<file path="src/hdl/reference_pkg.sv">
package reference_pkg;

    localparam int n_phases = 6;
    localparam int data_width = 16;
    localparam int angle_width = 16;
    localparam int dest_width = 3;

    // The top bits of the angle address a full-wave sine table
    localparam int sine_index_width = 8;
    localparam int sine_table_depth = 256;

    localparam int axil_addr_width = 32;
    localparam int axil_data_width = 32;

    localparam logic [3:0] reg_offset_mode = 4'h0;
    localparam logic [3:0] reg_offset_advance = 4'h4;
    localparam logic [3:0] reg_offset_period = 4'h8;

    typedef logic signed [data_width-1:0] sine_lut_t [sine_table_depth];

    typedef struct packed {
        logic signed [data_width-1:0] sine;
        logic signed [data_width-1:0] cosine;
    } quad_pair_t;

    // Entry k holds round(32767 * sin(2*pi*k/256)), cosine is read a quarter turn later
    function automatic sine_lut_t sine_table();
        sine_lut_t lut;
        real step;
        step = 2.0 * 3.14159265358979 / real'(sine_table_depth);
        for (int k = 0; k < sine_table_depth; k++) begin
            lut[k] = data_width'(int'(32767.0 * $sin(step * real'(k))));
        end
        return lut;
    endfunction

    localparam sine_lut_t sine_lut = sine_table();

endpackage
</file>
<file path="src/hdl/ref_stream_if.sv">
`timescale 1ns/1ps

interface ref_stream_if #(
    parameter type payload_t = logic [reference_pkg::data_width-1:0]
);
    import reference_pkg::*;

    payload_t data;
    logic [dest_width-1:0] dest;
    logic valid;
    logic ready;

    // A beat moves when valid and ready are both high at the clock edge
    modport source (output data, output dest, output valid, input ready);

    modport sink (input data, input dest, input valid, output ready);

endinterface

</file>
<file path="src/hdl/multiphase_reference_top.sv">
`timescale 1ns/1ps

module multiphase_reference_top (
    input  logic clock,
    input  logic reset,
    input  logic sync,
    input  logic signed [reference_pkg::data_width-1:0] id_setpoint,
    input  logic signed [reference_pkg::data_width-1:0] iq_setpoint,
    input  logic [reference_pkg::n_phases*reference_pkg::angle_width-1:0] phase_shifts,
    input  logic [reference_pkg::angle_width-1:0] phase_data,
    input  logic phase_valid,
    output logic phase_ready,
    input  logic [reference_pkg::axil_addr_width-1:0] awaddr,
    input  logic awvalid,
    output logic awready,
    input  logic [reference_pkg::axil_data_width-1:0] wdata,
    input  logic wvalid,
    output logic wready,
    output logic bvalid,
    input  logic bready,
    input  logic [reference_pkg::axil_addr_width-1:0] araddr,
    input  logic arvalid,
    output logic arready,
    output logic [reference_pkg::axil_data_width-1:0] rdata,
    output logic rvalid,
    input  logic rready,
    output logic [reference_pkg::angle_width-1:0] angle_out_data,
    output logic angle_out_valid,
    output logic angle_emulation,
    output logic [reference_pkg::data_width-1:0] ref_data,
    output logic [reference_pkg::dest_width-1:0] ref_dest,
    output logic ref_valid
);
    import reference_pkg::*;

    logic angle_accept;

    ref_stream_if #(.payload_t(logic [angle_width-1:0])) angle_stream ();
    ref_stream_if #(.payload_t(quad_pair_t)) pair_stream ();
    ref_stream_if #(.payload_t(logic signed [data_width-1:0])) ref_stream ();

    // The scaler latches its setpoints on every angle handshake
    assign angle_accept = angle_stream.valid && angle_stream.ready;

    reference_controller controller (
        .clock(clock),
        .reset(reset),
        .awaddr(awaddr),
        .awvalid(awvalid),
        .awready(awready),
        .wdata(wdata),
        .wvalid(wvalid),
        .wready(wready),
        .bvalid(bvalid),
        .bready(bready),
        .araddr(araddr),
        .arvalid(arvalid),
        .arready(arready),
        .rdata(rdata),
        .rvalid(rvalid),
        .rready(rready),
        .phase_data(phase_data),
        .phase_valid(phase_valid),
        .phase_ready(phase_ready),
        .angle_emulation(angle_emulation),
        .angle_out_data(angle_out_data),
        .angle_out_valid(angle_out_valid),
        .angle_stream(angle_stream)
    );

    quadrature_generator generator (
        .clock(clock),
        .reset(reset),
        .phase_shifts(phase_shifts),
        .angle_in(angle_stream),
        .pair_out(pair_stream)
    );

    inverse_park_scaler scaler (
        .clock(clock),
        .reset(reset),
        .id_setpoint(id_setpoint),
        .iq_setpoint(iq_setpoint),
        .angle_accept(angle_accept),
        .pair_in(pair_stream),
        .ref_out(ref_stream)
    );

    reference_serializer serializer (
        .clock(clock),
        .reset(reset),
        .sync(sync),
        .ref_in(ref_stream),
        .ref_data(ref_data),
        .ref_dest(ref_dest),
        .ref_valid(ref_valid)
    );

endmodule

</file>
<file path="src/hdl/reference_serializer.sv">
`timescale 1ns/1ps

module reference_serializer (
    input  logic clock,
    input  logic reset,
    input  logic sync,
    ref_stream_if.sink ref_in,
    output logic [reference_pkg::data_width-1:0] ref_data,
    output logic [reference_pkg::dest_width-1:0] ref_dest,
    output logic ref_valid
);
    import reference_pkg::*;

    logic [data_width-1:0] stored [n_phases];
    logic [1:0] sync_delay;
    logic [dest_width-1:0] burst_index;
    logic [dest_width-1:0] read_index;
    logic burst_start;

    assign ref_in.ready = 1'b1;

    always_ff @(posedge clock) begin
        if (!reset) begin
            for (int i = 0; i < n_phases; i++) begin
                stored[i] <= '0;
            end
        end else if (ref_in.valid) begin
            stored[ref_in.dest] <= ref_in.data;
        end
    end

    // Two sync stages put the first burst beat three cycles after sync
    assign burst_start = sync_delay[1];
    assign read_index = burst_start ? '0 : burst_index;

    always_ff @(posedge clock) begin
        if (!reset) begin
            sync_delay <= '0;
            burst_index <= '0;
            ref_dest <= '0;
            ref_valid <= 1'b0;
        end else begin
            sync_delay <= {sync_delay[0], sync};
            ref_dest <= read_index;
            if (burst_start || burst_index != '0) begin
                ref_valid <= 1'b1;
                if (read_index == dest_width'(n_phases - 1)) begin
                    burst_index <= '0;
                end else begin
                    burst_index <= read_index + 1'b1;
                end
            end else begin
                ref_valid <= 1'b0;
            end
        end
    end

    always_ff @(posedge clock) begin
        ref_data <= stored[read_index];
    end

    assert property (@(posedge clock) disable iff (!reset)
        ref_valid |-> ref_dest < dest_width'(n_phases));

endmodule

</file>
<file path="src/hdl/inverse_park_scaler.sv">
`timescale 1ns/1ps

module inverse_park_scaler (
    input logic clock,
    input logic reset,
    input logic signed [reference_pkg::data_width-1:0] id_setpoint,
    input logic signed [reference_pkg::data_width-1:0] iq_setpoint,
    input logic angle_accept,
    ref_stream_if.sink pair_in,
    ref_stream_if.source ref_out
);
    import reference_pkg::*;

    logic signed [data_width-1:0] id_latched;
    logic signed [data_width-1:0] iq_latched;
    logic signed [2*data_width-1:0] id_product;
    logic signed [2*data_width-1:0] iq_product;
    logic signed [data_width-1:0] id_term;
    logic signed [data_width-1:0] iq_term;
    quad_pair_t pair;

    // Setpoints are frozen per angle so all phases of one angle share them
    always_ff @(posedge clock) begin
        if (angle_accept) begin
            id_latched <= id_setpoint;
            iq_latched <= iq_setpoint;
        end
    end

    assign pair = pair_in.data;

    // The Iq product is negated before scaling, which matters for the rounding
    assign id_product = id_latched * $signed(pair.sine);
    assign iq_product = -(iq_latched * $signed(pair.cosine));
    assign id_term = data_width'(id_product >>> (data_width - 1));
    assign iq_term = data_width'(iq_product >>> (data_width - 1));

    // Single register stage that only holds when the consumer stalls
    assign pair_in.ready = ref_out.ready || !ref_out.valid;

    always_ff @(posedge clock) begin
        if (!reset) begin
            ref_out.valid <= 1'b0;
        end else if (pair_in.ready) begin
            ref_out.valid <= pair_in.valid;
        end
    end

    always_ff @(posedge clock) begin
        if (pair_in.ready && pair_in.valid) begin
            ref_out.data <= id_term + iq_term;
            ref_out.dest <= pair_in.dest;
        end
    end

endmodule

</file>
<file path="src/hdl/quadrature_generator.sv">
`timescale 1ns/1ps

module quadrature_generator (
    input logic clock,
    input logic reset,
    input logic [reference_pkg::n_phases*reference_pkg::angle_width-1:0] phase_shifts,
    ref_stream_if.sink angle_in,
    ref_stream_if.source pair_out
);
    import reference_pkg::*;

    logic busy;
    logic accept;
    logic last_phase;
    logic [dest_width-1:0] phase_index;
    logic [angle_width-1:0] base_angle;
    logic [angle_width-1:0] shifted_angle;
    logic [sine_index_width-1:0] sine_index;
    logic [sine_index_width-1:0] cosine_index;
    quad_pair_t pair;

    assign angle_in.ready = !busy;
    assign accept = angle_in.valid && angle_in.ready;
    assign last_phase = phase_index == dest_width'(n_phases - 1);

    always_ff @(posedge clock) begin
        if (!reset) begin
            busy <= 1'b0;
            phase_index <= '0;
        end else if (accept) begin
            busy <= 1'b1;
            phase_index <= '0;
        end else if (busy && pair_out.ready) begin
            if (last_phase) begin
                busy <= 1'b0;
                phase_index <= '0;
            end else begin
                phase_index <= phase_index + 1'b1;
            end
        end
    end

    always_ff @(posedge clock) begin
        if (accept) begin
            base_angle <= angle_in.data;
        end
    end

    // Each phase sees the captured angle plus its own shift
    assign shifted_angle = base_angle + phase_shifts[phase_index*angle_width +: angle_width];
    assign sine_index = shifted_angle[angle_width-1 -: sine_index_width];

    // Cosine is sine a quarter of the table later, the index wraps by itself
    assign cosine_index = sine_index + sine_index_width'(sine_table_depth / 4);

    always_comb begin
        pair.sine = sine_lut[sine_index];
        pair.cosine = sine_lut[cosine_index];
    end

    assign pair_out.data = pair;
    assign pair_out.dest = phase_index;
    assign pair_out.valid = busy;

    // After an angle is taken the input stays blocked for exactly one pass over the phases
    assert property (@(posedge clock) disable iff (!reset)
        accept |=> !angle_in.ready [*n_phases] ##1 angle_in.ready);

endmodule

</file>
<file path="src/hdl/reference_controller.sv">
`timescale 1ns/1ps

module reference_controller (
    input  logic clock,
    input  logic reset,
    input  logic [reference_pkg::axil_addr_width-1:0] awaddr,
    input  logic awvalid,
    output logic awready,
    input  logic [reference_pkg::axil_data_width-1:0] wdata,
    input  logic wvalid,
    output logic wready,
    output logic bvalid,
    input  logic bready,
    input  logic [reference_pkg::axil_addr_width-1:0] araddr,
    input  logic arvalid,
    output logic arready,
    output logic [reference_pkg::axil_data_width-1:0] rdata,
    output logic rvalid,
    input  logic rready,
    input  logic [reference_pkg::angle_width-1:0] phase_data,
    input  logic phase_valid,
    output logic phase_ready,
    output logic angle_emulation,
    output logic [reference_pkg::angle_width-1:0] angle_out_data,
    output logic angle_out_valid,
    ref_stream_if.source angle_stream
);
    import reference_pkg::*;

    logic mode_reg;
    logic [axil_data_width-1:0] advance_reg;
    logic [axil_data_width-1:0] period_reg;
    logic [axil_data_width-1:0] read_value;
    logic write_accept;
    logic read_accept;
    logic [angle_width-1:0] emulated_data;
    logic emulated_valid;
    logic [angle_width-1:0] selected_data;
    logic selected_valid;

    // Address and data are taken together, one write in flight at a time
    assign write_accept = awvalid && wvalid && !bvalid;
    assign awready = write_accept;
    assign wready = write_accept;
    assign read_accept = arvalid && !rvalid;
    assign arready = read_accept;

    always_ff @(posedge clock) begin
        if (!reset) begin
            mode_reg <= 1'b0;
            advance_reg <= '0;
            period_reg <= '0;
            bvalid <= 1'b0;
        end else begin
            if (write_accept) begin
                bvalid <= 1'b1;
                case (awaddr[3:0])
                    reg_offset_mode: mode_reg <= wdata[0];
                    reg_offset_advance: advance_reg <= wdata;
                    reg_offset_period: period_reg <= wdata;
                    default: ;
                endcase
            end else if (bready) begin
                bvalid <= 1'b0;
            end
        end
    end

    always_comb begin
        case (araddr[3:0])
            reg_offset_mode: read_value = {{(axil_data_width-1){1'b0}}, mode_reg};
            reg_offset_advance: read_value = advance_reg;
            reg_offset_period: read_value = period_reg;
            default: read_value = '0;
        endcase
    end

    always_ff @(posedge clock) begin
        if (!reset) begin
            rvalid <= 1'b0;
        end else if (read_accept) begin
            rvalid <= 1'b1;
        end else if (rready) begin
            rvalid <= 1'b0;
        end
    end

    always_ff @(posedge clock) begin
        if (read_accept) begin
            rdata <= read_value;
        end
    end

    // In emulation mode the external valid only triggers a sample of the accumulator
    angle_emulator emulator (
        .clock(clock),
        .reset(reset),
        .enable(mode_reg),
        .advance(advance_reg),
        .period(period_reg),
        .trigger(phase_valid && mode_reg),
        .angle_data(emulated_data),
        .angle_valid(emulated_valid)
    );

    assign selected_data = mode_reg ? emulated_data : phase_data;
    assign selected_valid = mode_reg ? emulated_valid : phase_valid;
    assign phase_ready = mode_reg ? 1'b1 : angle_stream.ready;

    assign angle_stream.data = selected_data;
    assign angle_stream.dest = '0;
    assign angle_stream.valid = selected_valid;

    assign angle_out_data = selected_data;
    assign angle_out_valid = selected_valid;
    assign angle_emulation = mode_reg;

    // A write response only ever follows an accepted write on the previous edge
    assert property (@(posedge clock) disable iff (!reset)
        $rose(bvalid) |-> $past(awvalid && awready && wvalid && wready));

endmodule

</file>
<file path="src/hdl/angle_emulator.sv">
`timescale 1ns/1ps

module angle_emulator (
    input  logic clock,
    input  logic reset,
    input  logic enable,
    input  logic [reference_pkg::axil_data_width-1:0] advance,
    input  logic [reference_pkg::axil_data_width-1:0] period,
    input  logic trigger,
    output logic [reference_pkg::angle_width-1:0] angle_data,
    output logic angle_valid
);
    import reference_pkg::*;

    logic [axil_data_width-1:0] period_count;
    logic [angle_width-1:0] accumulator;
    logic tick;

    // One tick every period+1 cycles
    assign tick = enable && (period_count == period);

    always_ff @(posedge clock) begin
        if (!reset) begin
            period_count <= '0;
        end else if (!enable || tick) begin
            period_count <= '0;
        end else begin
            period_count <= period_count + 1'b1;
        end
    end

    // Only the low half of advance matters, the angle wraps at 2^16
    always_ff @(posedge clock) begin
        if (!reset) begin
            accumulator <= '0;
        end else if (tick) begin
            accumulator <= accumulator + advance[angle_width-1:0];
        end
    end

    always_ff @(posedge clock) begin
        if (!reset) begin
            angle_valid <= 1'b0;
        end else begin
            angle_valid <= trigger && enable;
        end
    end

    always_ff @(posedge clock) begin
        if (trigger) begin
            angle_data <= accumulator;
        end
    end

endmodule

</file>
<file path="config.mk">
export PLATFORM = sky130hd
export DESIGN_NAME = multiphase_reference_top
export DESIGN_NICKNAME = d
export VERILOG_FILES = /design/src/hdl/reference_pkg.sv /design/src/hdl/ref_stream_if.sv /design/src/hdl/multiphase_reference_top.sv /design/src/hdl/reference_serializer.sv /design/src/hdl/inverse_park_scaler.sv /design/src/hdl/quadrature_generator.sv /design/src/hdl/reference_controller.sv /design/src/hdl/angle_emulator.sv
export SDC_FILE = /design/constraint.sdc
export NUM_CORES = 2
export LEC_CHECK = 0
export BUFFER_PORTS_ARGS = -buffer_cell sky130_fd_sc_hd__buf_2
export CORE_ASPECT_RATIO = 0.75
export CORE_UTILIZATION = 50
export DETAILED_ROUTE_END_ITERATION = 12
export PLACE_DENSITY_LB_ADDON = 0.12
export SETUP_SLACK_MARGIN = 0.3
export SLEW_MARGIN = 20
export SYNTH_ARGS = -nofsm -noshare
export SYNTH_HDL_FRONTEND = slang
export SYNTH_SLANG_ARGS = --single-unit
</file>
<file path="constraint.sdc">
create_clock -name clock -period 18.1 [get_ports clock]
set_clock_uncertainty 0.2 [all_clocks]
set_input_delay 3.62 -clock clock [delete_from_list [all_inputs] [get_ports clock]]
set_output_delay 3.62 -clock clock [all_outputs]
set_load 0.02 [all_outputs]
</file>
==> results.toml <==
[worst_setup_path]
cp_launch_type = "input pin"
critPathKind = "in -> reg"
critPathMaxFanout = 6
critical_path.max_stage_delay_ns = 0.59
cell_with_the_most_instances_on_the_worst_path = "sky130_fd_sc_hd__a21oi_1"
cp_data_arrival_time_ns = 17.04
path_buf_inv = 14
cp.required_ns = 18.23
timing.critical_path.max_delay_family = "adder cells"
worst_setup_ep_type = "flip-flop"
r2r_slack_ns = 3.30
cp_slowest_cell = "sky130_fd_sc_hd__fa_1"

[floorplan]
chipHeight_um = 251
floorplan.core_area_um2 = 82200
floorplan.die_area_um2 = 84100
floorplan.initialDensity_pct = 50.5
top_level_ports = 325
floorplan.rows = 91
horizontal_extent_of_the_die_um = 335

[sta]
final_max_slew_viol_count = 0
worst_slew_pin_slew_ns = 1.13
unrepaired_setup_endpoints_after_global_routing = "false"
worst_slew_margin_rel_pct = 24.3
finalSetupTns_ns = 0
period_needed_ns = 16.91
setup_viol = 0
clock.fmax_ghz = 0.0591
min_period_over_period_pct = 93.4
final_hold_viol_count = 0

[outcome]
status = "finished, final reports clean"

[global_route]
wire_length_of_the_first_global_routing_pass_mm = 204
grt_max_degree = 87
grt-ovfl-total = 0
number_of_antenna_violations_at_the_first_check_in_global_routing = 2
aggregate_global_route_resource_usage_pct = 31.8
via_count_of_the_first_global_routing_pass = 33371

[clocking]
cts_made_buffers = 42
worst_skew_pair.late_latency_ns = 0.61
cts-root-buf = "sky130_fd_sc_hd__clkbuf_16"
post-cts-setup-buffers = 0
clock_tree.buffer_depth = 3
ctsHoldBuffers = 0
cts.sinks = 389
clkTransAtPathRegs_ns = 0.07
tritoncts = "done"
cts_htree_levels = 2

[synthesis]
synth_cell_types = 99
postSynth.asyncResetShare_pct = 0
synth_ff_type = "sky130_fd_sc_hd__edfxtp_1"
postSynthNetCount = 5489
avgSynthCellArea_um2 = 9.22
synth-edff-count = 243
synth_seq_area_share_pct = 24.6
synth_warnings = 0
seq_cells_post_synth = 389
post_synth_inst_count = 4500
mappedNetlistArea_um2 = 41500

[place]
place_inst = 5980
hpwl_mm = 102
numPortBuffers = 268
place.gp.congestion = 1.07

[detailed_routing]
detail_route.drc_violations = 0
post_drt_via_cell_ratio = 5.65
vias = 34249
post_drt_wl_per_cell_um = 21.9
drtPass1Iterations = 7
antenna_violating_nets_post_route = 0
route.final.wire_length_mm = 133
drtIter0Drc = 3696

[cells_and_area]
area_growth_syn_to_layout_pct = 14.5
multi_input_area_um2 = 27900
layout_common_cells = "sky130_fd_sc_hd__inv_1, sky130_fd_sc_hd__nand2_1, sky130_fd_sc_hd__fa_1, sky130_fd_sc_hd__buf_4, sky130_fd_sc_hd__nor2_1"
mostFrequentLayoutCell = "sky130_fd_sc_hd__inv_1"
top_register = "serializer.stored"
flip_flop_count_of_the_largest_register_all_copies_and_words_added = 128
fillerInstances = 7490
regArea_um2 = 10200
final_layout_size_suffix_gt1_share_pct = 16.2
stdcell_count = 6060
design.final.nets = 5897

[hold_path]
holdCritPathClass = "reg -> reg"

[flow_run]
timing.max_cap.violations = 0
==> worst register-to-register path: cells and delay by family, from the launching register on <==
family	cells	cell delay (ns)
AOI/OAI and AO/OA	23	4.60
xor gates and xnor gates	2	0.43
adders and majority gates	11	4.67
buffers and inverters	14	2.09
DFF	1	0.36
muxes	2	0.80
and+or+nand+nor	12	1.36
==> synthesized netlist by cell type (all sizes together) (22+ instances only) <==
| cell | instances | area (um^2) |
|---|---|---|
| a211oi | 30 | 270 |
| o22ai | 35 | 219 |
| mux2i | 69 | 703 |
| inv | 679 | 2550 |
| o21ai | 204 | 1020 |
| clkbuf | 180 | 676 |
| buf | 69 | 344 |
| a221oi | 35 | 313 |
| a21boi | 77 | 601 |
| a22o | 32 | 289 |
| xnor2 | 71 | 622 |
| fa | 508 | 10200 |
| and2 | 240 | 1500 |
| mux2 | 27 | 312 |
| nand2b | 34 | 213 |
| nor3 | 43 | 215 |
| o211ai | 32 | 240 |
| edfxtp | 243 | 7300 |
| and3 | 25 | 156 |
| dfxtp | 146 | 2920 |
| nand3 | 58 | 290 |
| ha | 232 | 2900 |
| a21oi | 170 | 855 |
| xor2 | 66 | 578 |
| nand2 | 527 | 1980 |
| nor2 | 295 | 1110 |
| a21o | 22 | 165 |
| nor2b | 84 | 526 |
==> per-layer routing <==
metal  track usage, %  share of wire (%)  up-vias
li1                 -                  -    15619
met3             8.53                 11      213
met4             6.58                2.3        4
met2             43.5                 40     1597
met5            0.460              0.042        -
met1             49.7                 47    16816
==> through the flow <==
step / area (um^2) / utilization, % / hold slack (ns) / setup WS, ns
CTS: 47500 / 57.7 / 0.240 / 0.985
finish: 47500 / 57.8 / 0.245 / 1.19
floorplan: 41500 / - / 0.212 / 2.19
global route: 47500 / 57.8 / 0.261 / 0.356
detailed placement: 46000 / 56.0 / 0.226 / 0.377
global placement: 46000 / 56.0 / 0.221 / 0.534
==> area by class of cell <==
class	instances	share of cell area, %
diodes	3	0.0158
clock buffers	56	2.47
clock inverters	21	0.537
inverters	679	5.37
multi-input cells	3183	58.6
flip-flops and latches	389	21.5
well taps	1116	2.94
repair buffers	613	8.51
==> path summary, 6_finish.rpt <==
path                              start                        to  depth (start not counted)
min reg2reg    serializer.sync_delay[0]  serializer.sync_delay[1]                          1
min            serializer.sync_delay[0]  serializer.sync_delay[1]                          1
max reg2reg  generator.pair_out.dest[0]   scaler.ref_out.data[14]                         64
max                    phase_shifts[51]   scaler.ref_out.data[14]                         64
==> timing repair <==
action,in CTS,in global routing
setup endpoints to repair,0,3
hold endpoints to repair,0,0
gates resized for setup,0,8
==> kinds of logic after synthesis <==
logic type | count (synthesis) | share of synthesized area [%]
multiplexers | 111 | 3.26
adder cells (fa/ha/maj) | 740 | 31.5
AO/OA/AOI/OAI | 815 | 13.4
AND/OR/NAND/NOR | 1380 | 15.7
buffers and inverters | 928 | 8.60
flip-flops | 389 | 24.6
XOR/XNOR | 137 | 2.89
Power is left out: the tool's default activity adds up to more than one toggle a clock period on the data nets, which glitch-free logic cannot reach.
